### src/source/audio_pkg.sv
package audio_pkg;

    // Duty cycle, PWM counter and sample width
    localparam int DUTY_W = 12;

    localparam int N_BUTTONS = 4;
    localparam int N_LEDS = 6;

    // APB register map, byte addresses
    typedef enum logic [7:0] {
        REG_CTRL    = 8'h00,
        REG_DUTY    = 8'h04,
        REG_FIFO    = 8'h08,
        REG_STATUS  = 8'h0C,
        REG_BUTTONS = 8'h10,
        REG_LEDS    = 8'h14
    } reg_addr_e;

    // Where the DAC takes its next duty cycle from
    typedef enum logic {
        SRC_DIRECT = 1'b0,
        SRC_FIFO   = 1'b1
    } dac_source_e;

endpackage

### src/source/button_parser.sv
`timescale 1ns/1ps

module button_parser import audio_pkg::*; #(
    parameter int SAMPLE_COUNT_MAX = 4,
    parameter int PULSE_COUNT_MAX = 3
) (
    input  logic                 cpu_clk_g,
    input  logic                 rst_n,
    input  logic [N_BUTTONS-1:0] buttons,
    output logic [N_BUTTONS-1:0] press
);

    localparam int SW = $clog2(SAMPLE_COUNT_MAX + 1);
    localparam int PW = $clog2(PULSE_COUNT_MAX + 1);
    localparam logic [SW-1:0] SAMPLE_LAST = SW'(SAMPLE_COUNT_MAX - 1);
    localparam logic [PW-1:0] PULSE_LAST = PW'(PULSE_COUNT_MAX - 1);
    localparam logic [PW-1:0] PULSE_MAX = PW'(PULSE_COUNT_MAX);

    logic [N_BUTTONS-1:0] sync_meta;
    logic [N_BUTTONS-1:0] sync_q;
    logic [SW-1:0]        sample_cnt;
    logic                 sample_tick;
    logic [PW-1:0]        high_cnt [N_BUTTONS];

    // Two-flop synchronizer on the raw button pins
    always_ff @(posedge cpu_clk_g) begin
        if (!rst_n) begin
            sync_meta <= '0;
            sync_q    <= '0;
        end else begin
            sync_meta <= buttons;
            sync_q    <= sync_meta;
        end
    end

    // One sample tick every SAMPLE_COUNT_MAX cycles, shared by all buttons
    assign sample_tick = (sample_cnt == SAMPLE_LAST);

    always_ff @(posedge cpu_clk_g) begin
        if (!rst_n || sample_tick) begin
            sample_cnt <= '0;
        end else begin
            sample_cnt <= sample_cnt + 1'b1;
        end
    end

    always_ff @(posedge cpu_clk_g) begin
        if (!rst_n) begin
            press <= '0;
            for (int i = 0; i < N_BUTTONS; i++) begin
                high_cnt[i] <= '0;
            end
        end else begin
            for (int i = 0; i < N_BUTTONS; i++) begin
                // Fires only on the sample that brings the count up to the limit
                press[i] <= sample_tick && sync_q[i] && (high_cnt[i] == PULSE_LAST);
                if (sample_tick) begin
                    if (!sync_q[i]) begin
                        high_cnt[i] <= '0;
                    end else if (high_cnt[i] != PULSE_MAX) begin
                        high_cnt[i] <= high_cnt[i] + 1'b1;
                    end
                end
            end
        end
    end

endmodule

### src/source/audio_regs.sv
`timescale 1ns/1ps

module audio_regs import audio_pkg::*; (
    input  logic                 cpu_clk_g,
    input  logic                 rst_n,
    input  logic                 psel,
    input  logic                 penable,
    input  logic                 pwrite,
    input  logic [7:0]           paddr,
    input  logic [31:0]          pwdata,
    output logic [31:0]          prdata,
    output logic                 pslverr,
    input  logic [N_BUTTONS-1:0] press,
    output logic [N_LEDS-1:0]    leds,
    output dac_source_e          dac_source,
    output logic [DUTY_W-1:0]    duty,
    output logic                 req,
    input  logic                 ack,
    output logic                 wr_en,
    output logic [DUTY_W-1:0]    wr_data,
    input  logic                 full,
    input  logic                 empty
);

    logic                 access;
    logic                 addr_err;
    logic                 wr_ok;
    logic [N_BUTTONS-1:0] sticky;
    logic [N_BUTTONS-1:0] sticky_clr;

    assign access = psel && penable;

    always_comb begin
        case (paddr)
            REG_CTRL, REG_DUTY, REG_BUTTONS, REG_LEDS: addr_err = 1'b0;
            // Push only, and only while there is room
            REG_FIFO:   addr_err = !pwrite || full;
            REG_STATUS: addr_err = pwrite;
            default:    addr_err = 1'b1;
        endcase
    end

    assign pslverr = access && addr_err;
    assign wr_ok   = access && pwrite && !addr_err;

    assign wr_en   = wr_ok && (paddr == REG_FIFO);
    assign wr_data = pwdata[DUTY_W-1:0];

    always_comb begin
        prdata = '0;
        if (access && !pwrite) begin
            case (paddr)
                REG_CTRL:    prdata = {31'b0, dac_source};
                REG_DUTY:    prdata = {{(32 - DUTY_W){1'b0}}, duty};
                REG_STATUS:  prdata = {29'b0, req, empty, full};
                REG_BUTTONS: prdata = {{(32 - N_BUTTONS){1'b0}}, sticky};
                REG_LEDS:    prdata = {{(32 - N_LEDS){1'b0}}, leds};
                default:     prdata = '0;
            endcase
        end
    end

    always_ff @(posedge cpu_clk_g) begin
        if (!rst_n) begin
            dac_source <= SRC_DIRECT;
            leds       <= '0;
        end else if (wr_ok) begin
            if (paddr == REG_CTRL) begin
                dac_source <= dac_source_e'(pwdata[0]);
            end
            if (paddr == REG_LEDS) begin
                leds <= pwdata[N_LEDS-1:0];
            end
        end
    end

    // Direct duty handshake, a fresh write restarts the wait with the new value
    always_ff @(posedge cpu_clk_g) begin
        if (!rst_n) begin
            duty <= '0;
            req  <= 1'b0;
        end else if (wr_ok && (paddr == REG_DUTY)) begin
            duty <= pwdata[DUTY_W-1:0];
            req  <= 1'b1;
        end else if (ack) begin
            req <= 1'b0;
        end
    end

    // Write-1-to-clear, a press in the same cycle wins
    assign sticky_clr = (wr_ok && (paddr == REG_BUTTONS)) ? pwdata[N_BUTTONS-1:0] : '0;

    always_ff @(posedge cpu_clk_g) begin
        if (!rst_n) begin
            sticky <= '0;
        end else begin
            sticky <= (sticky & ~sticky_clr) | press;
        end
    end

endmodule

### src/source/sample_fifo.sv
`timescale 1ns/1ps

module sample_fifo import audio_pkg::*; #(
    parameter int FIFO_DEPTH = 4
) (
    input  logic              cpu_clk_g,
    input  logic              rst_n,
    input  logic              wr_en,
    input  logic [DUTY_W-1:0] wr_data,
    input  logic              rd_en,
    output logic [DUTY_W-1:0] rd_data,
    output logic              full,
    output logic              empty
);

    localparam int AW = (FIFO_DEPTH > 1) ? $clog2(FIFO_DEPTH) : 1;
    localparam int CW = $clog2(FIFO_DEPTH + 1);
    localparam logic [AW-1:0] PTR_LAST = AW'(FIFO_DEPTH - 1);
    localparam logic [CW-1:0] COUNT_FULL = CW'(FIFO_DEPTH);

    logic [DUTY_W-1:0] mem [FIFO_DEPTH];
    logic [AW-1:0]     wr_ptr;
    logic [AW-1:0]     rd_ptr;
    logic [CW-1:0]     count;
    logic              do_wr;
    logic              do_rd;

    assign full  = (count == COUNT_FULL);
    assign empty = (count == '0);
    assign do_wr = wr_en && !full;
    assign do_rd = rd_en && !empty;

    // Head entry straight out, no read latency
    assign rd_data = mem[rd_ptr];

    always_ff @(posedge cpu_clk_g) begin
        if (do_wr) begin
            mem[wr_ptr] <= wr_data;
        end
    end

    always_ff @(posedge cpu_clk_g) begin
        if (!rst_n) begin
            wr_ptr <= '0;
            rd_ptr <= '0;
            count  <= '0;
        end else begin
            if (do_wr) begin
                wr_ptr <= (wr_ptr == PTR_LAST) ? '0 : wr_ptr + 1'b1;
            end
            if (do_rd) begin
                rd_ptr <= (rd_ptr == PTR_LAST) ? '0 : rd_ptr + 1'b1;
            end
            // Push and pop together leave the count alone
            if (do_wr && !do_rd) begin
                count <= count + 1'b1;
            end else if (do_rd && !do_wr) begin
                count <= count - 1'b1;
            end
        end
    end

endmodule

### src/source/pwm_dac.sv
`timescale 1ns/1ps

module pwm_dac import audio_pkg::*; (
    input  logic              cpu_clk_g,
    input  logic              rst_n,
    input  dac_source_e       dac_source,
    input  logic [DUTY_W-1:0] duty,
    input  logic              req,
    output logic              ack,
    output logic              rd_en,
    input  logic [DUTY_W-1:0] rd_data,
    input  logic              empty,
    output logic              pwm
);

    logic [DUTY_W-1:0] period_cnt;
    logic [DUTY_W-1:0] active_duty;
    logic              boundary;
    logic              load_direct;

    // Last cycle of the period, the new duty is in force from count 0
    assign boundary = (period_cnt == '1);

    assign load_direct = boundary && (dac_source == SRC_DIRECT) && req;

    // Pop at the boundary edge, together with the duty load
    assign rd_en = boundary && (dac_source == SRC_FIFO) && !empty;

    always_ff @(posedge cpu_clk_g) begin
        if (!rst_n) begin
            period_cnt <= '0;
        end else begin
            period_cnt <= period_cnt + 1'b1;
        end
    end

    always_ff @(posedge cpu_clk_g) begin
        if (!rst_n) begin
            active_duty <= '0;
            ack         <= 1'b0;
        end else begin
            ack <= load_direct;
            if (load_direct) begin
                active_duty <= duty;
            end else if (rd_en) begin
                active_duty <= rd_data;
            end
        end
    end

    // An empty FIFO simply leaves the previous duty running
    always_ff @(posedge cpu_clk_g) begin
        if (!rst_n) begin
            pwm <= 1'b0;
        end else begin
            pwm <= (period_cnt < active_duty);
        end
    end

endmodule

### src/source/audio_top.sv
`timescale 1ns/1ps

module audio_top import audio_pkg::*; #(
    parameter int FIFO_DEPTH = 4,
    parameter int SAMPLE_COUNT_MAX = 45_000,
    parameter int PULSE_COUNT_MAX = 200
) (
    input  logic                 cpu_clk_g,
    input  logic                 rst_n,
    input  logic                 psel,
    input  logic                 penable,
    input  logic                 pwrite,
    input  logic [7:0]           paddr,
    input  logic [31:0]          pwdata,
    output logic [31:0]          prdata,
    output logic                 pslverr,
    input  logic [N_BUTTONS-1:0] buttons,
    output logic [N_LEDS-1:0]    leds,
    output logic                 pwm
);

    logic [N_BUTTONS-1:0] press;
    dac_source_e          dac_source;
    logic [DUTY_W-1:0]    duty;
    logic                 req;
    logic                 ack;
    logic                 wr_en;
    logic [DUTY_W-1:0]    wr_data;
    logic                 rd_en;
    logic [DUTY_W-1:0]    rd_data;
    logic                 full;
    logic                 empty;

    button_parser #(
        .SAMPLE_COUNT_MAX(SAMPLE_COUNT_MAX),
        .PULSE_COUNT_MAX (PULSE_COUNT_MAX)
    ) u_button_parser (
        .cpu_clk_g(cpu_clk_g),
        .rst_n    (rst_n),
        .buttons  (buttons),
        .press    (press)
    );

    audio_regs u_audio_regs (
        .cpu_clk_g (cpu_clk_g),
        .rst_n     (rst_n),
        .psel      (psel),
        .penable   (penable),
        .pwrite    (pwrite),
        .paddr     (paddr),
        .pwdata    (pwdata),
        .prdata    (prdata),
        .pslverr   (pslverr),
        .press     (press),
        .leds      (leds),
        .dac_source(dac_source),
        .duty      (duty),
        .req       (req),
        .ack       (ack),
        .wr_en     (wr_en),
        .wr_data   (wr_data),
        .full      (full),
        .empty     (empty)
    );

    sample_fifo #(
        .FIFO_DEPTH(FIFO_DEPTH)
    ) u_sample_fifo (
        .cpu_clk_g(cpu_clk_g),
        .rst_n    (rst_n),
        .wr_en    (wr_en),
        .wr_data  (wr_data),
        .rd_en    (rd_en),
        .rd_data  (rd_data),
        .full     (full),
        .empty    (empty)
    );

    pwm_dac u_pwm_dac (
        .cpu_clk_g (cpu_clk_g),
        .rst_n     (rst_n),
        .dac_source(dac_source),
        .duty      (duty),
        .req       (req),
        .ack       (ack),
        .rd_en     (rd_en),
        .rd_data   (rd_data),
        .empty     (empty),
        .pwm       (pwm)
    );

endmodule

### config.mk
export PLATFORM = sky130hd
export DESIGN_NAME = audio_top
export DESIGN_NICKNAME = d
export VERILOG_FILES = /design/src/source/audio_pkg.sv /design/src/source/button_parser.sv /design/src/source/audio_regs.sv /design/src/source/sample_fifo.sv /design/src/source/pwm_dac.sv /design/src/source/audio_top.sv
export SDC_FILE = /design/constraint.sdc
export NUM_CORES = 1
export LEC_CHECK = 0
export BUFFER_PORTS_ARGS = -buffer_cell sky130_fd_sc_hd__buf_2
export CAP_MARGIN = 20
export CORE_AREA = 2 2 115 117
export DETAILED_ROUTE_END_ITERATION = 6
export DIE_AREA = 0 0 117 119
export PLACE_DENSITY_LB_ADDON = 0.2
export SLEW_MARGIN = 0
export SYNTH_ARGS = -nofsm -noshare
export SYNTH_HDL_FRONTEND = slang
export SYNTH_SLANG_ARGS = --single-unit
### constraint.sdc
create_clock -name cpu_clk_g -period 5.1 [get_ports cpu_clk_g]
set_input_delay 0.51 -clock cpu_clk_g [delete_from_list [all_inputs] [get_ports cpu_clk_g]]
set_output_delay 0.51 -clock cpu_clk_g [all_outputs]
set_load 0.1 [all_outputs]
# After elaboration in Yosys (flattened, before gate mapping)
# Memories as Yosys holds them, arrays and structs flattened. A register that Yosys moved wholly into a read port is not among the register bits.
# Cells that the tools add are included.
# classes
order_cmp,1
bitwise_logic,12
addsub,10
n_mux,61
eq_ne,18
n_reduce_logical,41
# op_table
cell,n
$mux W8,8
$pmux W12 S5,1
$mux W1,41
$add A8 B1 Y8 const B,4
$eq A8 B8 Y1 const B,4
$mux W32,1
$ne A8 B8 Y1 const B,4
$logic_and A1 B1 Y1,24
$mux W12,2
$add A16 B1 Y16 const B,1
$eq A16 B16 Y1 const B,1
$eq A8 B4 Y1 const B,2
$eq A8 B5 Y1 const B,2
$add A12 B1 Y12 const B,1
$eq A12 B12 Y1 const B,1
$lt A12 B12 Y1,1
$eq A8 B3 Y1 const B,1
$logic_not A8 Y1,1
$mux W2,4
$or A1 B1 Y1,8
$logic_not A1 Y1,7
$mux W3,2
$reduce_bool A2 Y1,3
$add A2 B1 Y2 const B,2
other kinds (14),17
# totals
memories,2
regBits,85
wordCells,161
ram_bits,80
output_inout_bits,40
# mem_list
memory,words,width,rd,rd_ports_with_merged_regs,wr,line,text
u_sample_fifo.mem,4,12,1,1,1,sample_fifo.sv:21,logic [DUTY_W-1:0] mem [FIFO_DEPTH];
u_button_parser.high_cnt,4,8,4,0,4,button_parser.sv:23,logic [PW-1:0] high_cnt [N_BUTTONS];

# Longest topological paths before layout
# Gate-level depths: netlist of the first run.
# depth
word_depth,11
depth_mapped,11
mapped_depth_nobuf,10

# Modules after synthesis
# A second synthesis of the first run with hierarchy kept.
# unflattened
cells_unflattened,727
area_unflattened_um2,8072.7
# by_module_without_submodules
mod,area_each_um2,cells_per_inst,n_inst
button_parser,2834.0,277,1
sample_fifo,2237.1,113,1
audio_regs,1537.7,186,1
pwm_dac,1463.9,151,1

# Worst setup path after synthesis of the first run
# No wires, ideal clock.
# synth_timing
path_type,input to output
startpoint,input paddr[5]
endpoint,output prdata[3]
t_arrival_ns,4.368
n_path_buf,1
path_stages,4
required_time_ns,4.590
setup_slack_ns,0.222
path_cell_list,or3_4 or4_4 buf_6 nor4_1
# synth_between
elab_chain_cells,3
# synth_lines
element,line,text
"start, declared",audio_top.sv:13,"input logic [7:0] paddr,"
$eq A8 B5 Y1 (tied with other cells),audio_regs.sv:52,case (paddr)
$pmux W12 S5 *,audio_regs.sv:52,
$mux W32 *,audio_regs.sv:51,if (access && !pwrite) begin
"end, declared",audio_top.sv:15,"output logic [31:0] prdata,"
# Mark *: on every way between the ends. The rest lies on a longest branch, timed or not.

# Worst setup path after layout of the first run
# layout_timing
startpoint,input paddr[5]
endpoint,output prdata[5]
# Same word-level chain as after synthesis.

==> results of run 1 <==
[layout by cell type, fill, tap and decap left out, drive strengths merged, types with 10 or more instances in the layout]
cell	netlist	final
xor2	26	26
nand3	36	36
dfxtp	87	87
buf	25	50
clkbuf	24	20
edfxtp	80	80
and2	23	23
xnor2	19	19
ha	27	27
and3	17	17
nand4	14	14
nor2	48	48
o32ai	11	11
nand2	53	53
inv	39	49
a21oi	13	13
conb	1	20
nor3	24	24
a311oi	10	10
o21ai	21	21
mux4	13	13
mux2i	22	22
[critical path, cell delays in order]
cell    delay (ps)
buf_2          110
or3_4          400
or4_4          540
or3b_1         440
nor2_1         170
buf_2          450
[per-stage QoR]
step	instances	power [µW]	util, %
final	939	2858	67.24
after floorplan	727	1595	-
after CTS	935	2872	67.07
after detailed placement	903	1618	62.54
after global routing	939	2947	67.24
after global placement	903	1614	62.54
[final cells by class]
| class | instances | area share, % |
|---|---|---|
| clock buffer | 17 | 4.914 |
| clock inverter | 15 | 1.821 |
| inverter | 39 | 1.691 |
| multi-input combinational | 472 | 38.04 |
| sequential | 167 | 47.87 |
| tap | 176 | 2.544 |
| timing repair buffer | 53 | 3.122 |
[cells in the mapped netlist (13+ instances only)]
master    count
nand4_1      14
nand3_1      36
a21oi_1      13
buf_4        21
inv_1        39
clkbuf_1     24
mux4_2       13
nor3_1       23
xnor2_1      19
nand2_1      53
edfxtp_1     80
nor2_1       48
and2_1       23
xor2_1       26
dfxtp_1      87
mux2i_1      22
o21ai_0      21
and3_1       17
ha_1         27
[per-layer routing]
metal	wire, µm	GRT usage [%]	part of all wire, %	vias to the layer above
met5	10	0	0.064	-
met4	436	9.926	2.8	2
met3	587	5.242	3.8	33
met2	8114	42.12	52	123
met1	6419	27.29	41	2591
li1	-	-	-	2607
[registers in the layout, summed over array words and instances, names as in the netlist, 2 cells and up, named ones only]
name	flops
u_sample_fifo.rd_ptr	2
u_pwm_dac.active_duty	12
u_button_parser.sync_q	4
u_button_parser.high_cnt	32
u_audio_regs.duty	12
u_sample_fifo.count	3
u_button_parser.sync_meta	4
u_pwm_dac.period_cnt	12
u_button_parser.sample_cnt	16
u_sample_fifo.wr_ptr	2
u_audio_regs.leds	6
u_button_parser.press	4
u_audio_regs.sticky	4
u_sample_fifo.mem	48
[final timing paths]
check / start / end / slack, ps
setup / recovery: paddr[5] / prdata[5] / 1970
hold / removal: buttons[2] / u_button_parser.sync_meta[2] / 290
hold reg to reg: u_button_parser.sync_meta[1] / u_button_parser.sync_q[1] / 430
setup reg to reg: u_button_parser.sample_cnt[0] / u_button_parser.high_cnt[0][1] / 2190
[cells by family after synthesis]
group	after synthesis	synth area share [%]
AOI/OAI and AO/OA	79	6.863
xor gates and xnor gates	45	5.063
adders and majority gates	28	4.597
buffers and inverters	88	5.384
DFF	167	53.23
muxes	38	7.023
other	1	0.04817
and+or+nand+nor	262	17.79
[power by group]
| group | switching [µW] | internal [µW] | total, µW |
|---|---|---|---|
| combinational | 126 | 32.9 | 159 |
| sequential | 15.5 | 1420 | 1430 |
| clock | 571 | 695 | 1270 |
| total | 712 | 2150 | 2860 |
==> results.md, run 1 <==
* Status: completed
* Crit path DAT at approximately 2600 ps
* Antenna Violating Nets Remaining at 0
* Hold-critical path depth at 2
* # fillers at between 900 and 1k
* Final critical-path share of the clock period at between 60% and 70%
* Share of cells above drive strength 1 at between 10% and 20%
* DP Worst Slack at about 2000 ps
* Initial Util at about three fifths
* Synth Register Bits at 167
* Post-synth top area share at a little under a third
* Gate count of the mapped netlist at around 700
* Final WL at 15.57 mm
* Setup total negative slack at 0 ps
* Max-Cap Viols at 0
* CTS root buffer: clkbuf_16
* Post-synth EDFFs at 80
* Highest clock rate at approximately 320 MHz
* Total CTS buffers at 17
* First-pass GRT wire length at around 25 mm
* Detailed-router iteration count before antenna repair at 5
* Setup bufs post-CTS at 0
* CP startpoint kind: input port
* Clock latency on the worst-skew pair at approximately 430 ps
* Syn_area_per_cell at approximately 11 µm²
* # port buffers at 48
* Final HPWL from detailed placement at roughly 11 mm
* Largest net degree at the start of global routing at 47
* Chip width at ~120 µm
* Worst Path Required at ~4600 ps
* Leak at 0.003165 µW
* DRC at 0
* Number of global-route vias before repair at ~5.3k
* Post-cts gate resize count at 0
* Grt total ovfl at 0
* CTS max path bufs at 2
* Worst clock skew at roughly 4.7 ps
* # rows at 42
* Ys async rst share at 0%
* Vias at 5356
* Initial antenna violation count at 1
* Clock-pin slew on the worst setup and hold paths at ~60 ps
* Critical path fanouts, max at 6
* TritonCTS Sinks at between 150 and 200
* Measured slew at the worst slew-check pin at roughly 1000 ps
* Area delta synth->final at 11.20%
* Vias per cell at 5.704
* Hold Vio Cnt, Final at 0
* R2R depth at 6
* Cell taking the most area after synthesis: edfxtp_1
* Setup violations, final at 0
* Ports at between 80 and 90
* RSZ-0062 raised after global routing: false
* FF/Latch Area at 4144 µm²
* NumNets Final at 827
* Final Instance Area at 8657 µm²
* Yosys warnings at 0
* Ys flop type: dfxtp_1
* Hold Slack at 286.8 ps
* Peak VDD IR at between 0.0002 and 0.00025 V
* Leading post-synthesis cells by cell area: edfxtp_1 (31%), dfxtp_1 (22%), ha_1 (4.3%)
* Synthesized area at 7785 µm²
* GRT Resource Usage Total at between 20% and 30%
* Register area share after synthesis at between 50% and 60%
* Core box area at between 10000 and 15000 µm²
* Die area at around 14000 µm²
* Crit. End Element: primary output
* Final worst setup slack at between 1500 and 2000 ps
* Fin crit period at roughly 3100 ps
* Post-CTS Hold Fix Bufs at 0
* Ant diodes at 0
* Routed wire per std cell at ~17 µm
* First DRT Iteration DRCs at 309
* Hold WC Path Type: in2reg
* CTS H-tree depth at 4
* Die height at roughly 120 µm
* Final Wtd Congestion at about 0.85
* Fin. max-slew vios at 0
* CTS tree: yes
* Slew HR at about 32%
* Post-synthesis cell type count at 57
* P per Cell Area at 330.1 nW/µm²
* WS Path Type: in2out
* Footprint of the multi-input gates at 3293 µm²
* Post-DP Area at between 8000 and 9000 µm²
(Power assumes the default switching activity.)
==> run 2, diff against run 1 <==
Settings changed: ABC_AREA from default to 1, CORE_AREA 2 2 115 117 to 2 2 127 129, DIE_AREA 0 0 117 119 to 0 0 129 131.
Clock period 5.1 ns to 2.66 ns, I/O delays scaled along.
==> run 2 against run 1 <==
Net effect: clock power is 110% higher; sequential cell count stayed put; power is 100% higher; clock skew is 3.0 ps higher; highest routed layer is now met4.
==> results.md, run 2 <==
* Status: completed
* Chip width at 129 µm (+10%)
* Most common cell after layout, fill and taps aside: nand2_1
* Routed wire per std cell at 13.38 µm (-19%)
* Final Wtd Congestion at 0.8175 (-4.0%)
* Highest clock rate at roughly 420 MHz
* Crit path DAT at 2100 ps (-520 ps)
* Synth Register Bits at 167 (unchanged)
* CTS root buffer: clkbuf_16
* Largest net degree at the start of global routing at 33 (-30%)
* Vias at 6016 (+12%)
* Ports at 89 (unchanged)
* Fin. max-slew vios at 0 (unchanged)
* Antenna Violating Nets Remaining at 0 (unchanged)
* CTS H-tree depth at 4 (unchanged)
* Top flop regs: u_sample_fifo.mem x48, u_button_parser.high_cnt x32, u_button_parser.sample_cnt x16
* Worst clock skew at 7.710 ps (+3.050 ps)
* Grt total ovfl at 0 (unchanged)
* TritonCTS Sinks at 167 (unchanged)
* Post-synthesis cell type count at 45 (-21%)
* Leak at 0.003780 µW (+19%)
* Number of global-route vias before repair at 5585 (+5.7%)
* Share of cells above drive strength 1 at 15.07% (+1.0 points)
* Hold Vio Cnt, Final at 0 (unchanged)
* RSZ-0062 raised after global routing: false
* Area delta synth->final at 15.81%
* Syn_area_per_cell at 8.674 µm² (-21%)
* Crit. End Element: primary output
* P per Cell Area at 617.8 nW/µm² (+87%)
* GRT Resource Usage Total at 20.68% (-3.1 points)
* Clock-pin slew on the worst setup and hold paths at 60 ps (about the same)
* # rows at 46 (+9.5%)
* Post-CTS Hold Fix Bufs at 0 (unchanged)
* Setup violations, final at 0 (unchanged)
* Die height at 131 µm (+10%)
* Most frequent cell after synthesis: nand2_1
* Leading post-synthesis cells by cell area: edfxtp_1 (30%), dfxtp_1 (22%), nand2_1 (8.1%)
* Clock latency on the worst-skew pair at 430 ps (about the same)
* Die area at 16900 µm² (+21%)
* Final WL at 16.29 mm (+4.7%)
* Total CTS buffers at 17 (unchanged)
* Critical path fanouts, max at 16 (+10)
* Initial Util at 51.66% (-8.8 points)
* Gate count of the mapped netlist at 929 (+31%)
* Synthesized area at 8058 µm² (+3.5%)
* Detailed-router iteration count before antenna repair at 4 (-1)
* CTS max path bufs at 2 (unchanged)
* Hold WC Path Type: in2reg
* Setup bufs post-CTS at 0 (unchanged)
* Cell taking the most area after synthesis: edfxtp_1
* First DRT Iteration DRCs at 440 (+42%)
* # fillers at 1366 (+41%)
* Ant diodes at 0 (unchanged)
* Ys async rst share at 0% (unchanged)
* Util after Layout at 59.83% (-7.4 points)
* Core box area at 15600 µm² (+21%)
* Post-synth EDFFs at 80 (unchanged)
* # port buffers at 48 (unchanged)
* Post-cts gate resize count at 0 (unchanged)
* Slew HR at 50.32% (+18 points)
* Register area share after synthesis at 51.43% (-1.8 points)
* Yosys warnings at 0 (unchanged)
* Most flops, register: u_sample_fifo.mem
* First-pass GRT wire length at 26.97 mm (+6.3%)
* WS Path Type: reg2out
* Max-Cap Viols at 0 (unchanged)
* Measured slew at the worst slew-check pin at 744.4 ps (-268.4 ps)
* Worst Path Required at 2390 ps (-2200 ps)
* DRC at 0 (unchanged)
* Post-synth top area share at 29.81% (-1.0 points)
* Initial antenna violation count at 0 (-1)
* Ys flop type: dfxtp_1
* Vias per cell at 4.939 (-13%)
* Post-synth top cells: nand2_1 (173), nor2_1 (139), inv_1 (117), dfxtp_1 (87), edfxtp_1 (80)
* CP startpoint kind: flip-flop
* CTS tree: yes
* Final critical-path share of the clock period at between 80% and 90%
* Fin crit period at ~2400 ps
* Peak VDD IR at 0.0004349 V (+81%)
* Max FFs per register at 48 (unchanged)
* Final HPWL from detailed placement at 11.57 mm (+5.3%)
* NumNets Final at 1066 (+29%)
* Setup total negative slack at 0 ps (unchanged)
* Commonest non-fill, non-tap cells in the layout: nand2_1 (173), nor2_1 (136), inv_1 (117)
-- run 2: cell families (layout without fill, tap and decap cells) --
logic type,count (synthesis),in the layout,share of synthesized area [%]
xor+xnor,14,14,1.522
fa+ha+maj,28,28,4.441
compound gates,109,109,7.842
buf+inv,170,224,9.472
simple gates,440,440,25.25
flops,167,167,51.43
other cells,1,20,0.04654
-- run 2: final timing paths --
| check | from | to | slack (ps) | cells after the start |
|---|---|---|---|---|
| min | buttons[0] | u_button_parser.sync_meta[0] | 20 | 3 |
| max | u_sample_fifo.count[0] | pslverr | 290 | 9 |
| min reg2reg | u_button_parser.sync_meta[1] | u_button_parser.sync_q[1] | 410 | 2 |
| max reg2reg | u_sample_fifo.count[0] | u_sample_fifo.count[2] | 330 | 15 |
-- run 2: area by class of cell --
type	count	area (µm²)	area share, %
Inverter	125	473.0	5.068
Multi-Input combinational cell	611	3229	34.61
Sequential cell	167	4144	44.41
Clock buffer	18	429.2	4.599
Tap cell	216	270.3	2.896
Clock inverter	14	222.7	2.387
Timing Repair Buffer	67	563.0	6.034
-- run 2: where the power goes --
group / switching [µW] / internal [µW] / total (µW)
registers: 26.9 / 2720 / 2750
logic: 255 / 62.2 / 317
clock network: 1030 / 1670 / 2700
-- run 2: routing by layer --
layer  GRT usage [%]  wire [µm]  up-vias
met5               0          0        -
met4           6.969        270        0
met3           5.212        541       18
met2           34.42       7789      110
met1           26.53       7693     2750
li1                -          -     3138
-- run 2: per-stage QoR --
| step | hold WS, ps | cell area, µm² | cells | setup WS (ps) | power [µW] |
|---|---|---|---|---|---|
| floorplan | 363.6 | 8137 | 948 | -618.9 | 3066 |
| global placement | 395.9 | 8680 | 1186 | 446.7 | 3117 |
| detailed placement | 400.3 | 8680 | 1186 | 369.0 | 3122 |
| CTS | 4.606 | 9331 | 1218 | 266.5 | 5797 |
| global route | 26.15 | 9331 | 1218 | 40.99 | 5937 |
| finish | 22.55 | 9331 | 1218 | 292.1 | 5765 |
-- run 2: worst max-delay path: stages (launching register included) --
cell and delay (ps):
dfxtp_1 350, nor2_1 170, nand2_1 130, nand2_1 80, nand3_1 70, nand2_2 120, nor2_8 40, buf_4 190
nor2_1 100, buf_2 430
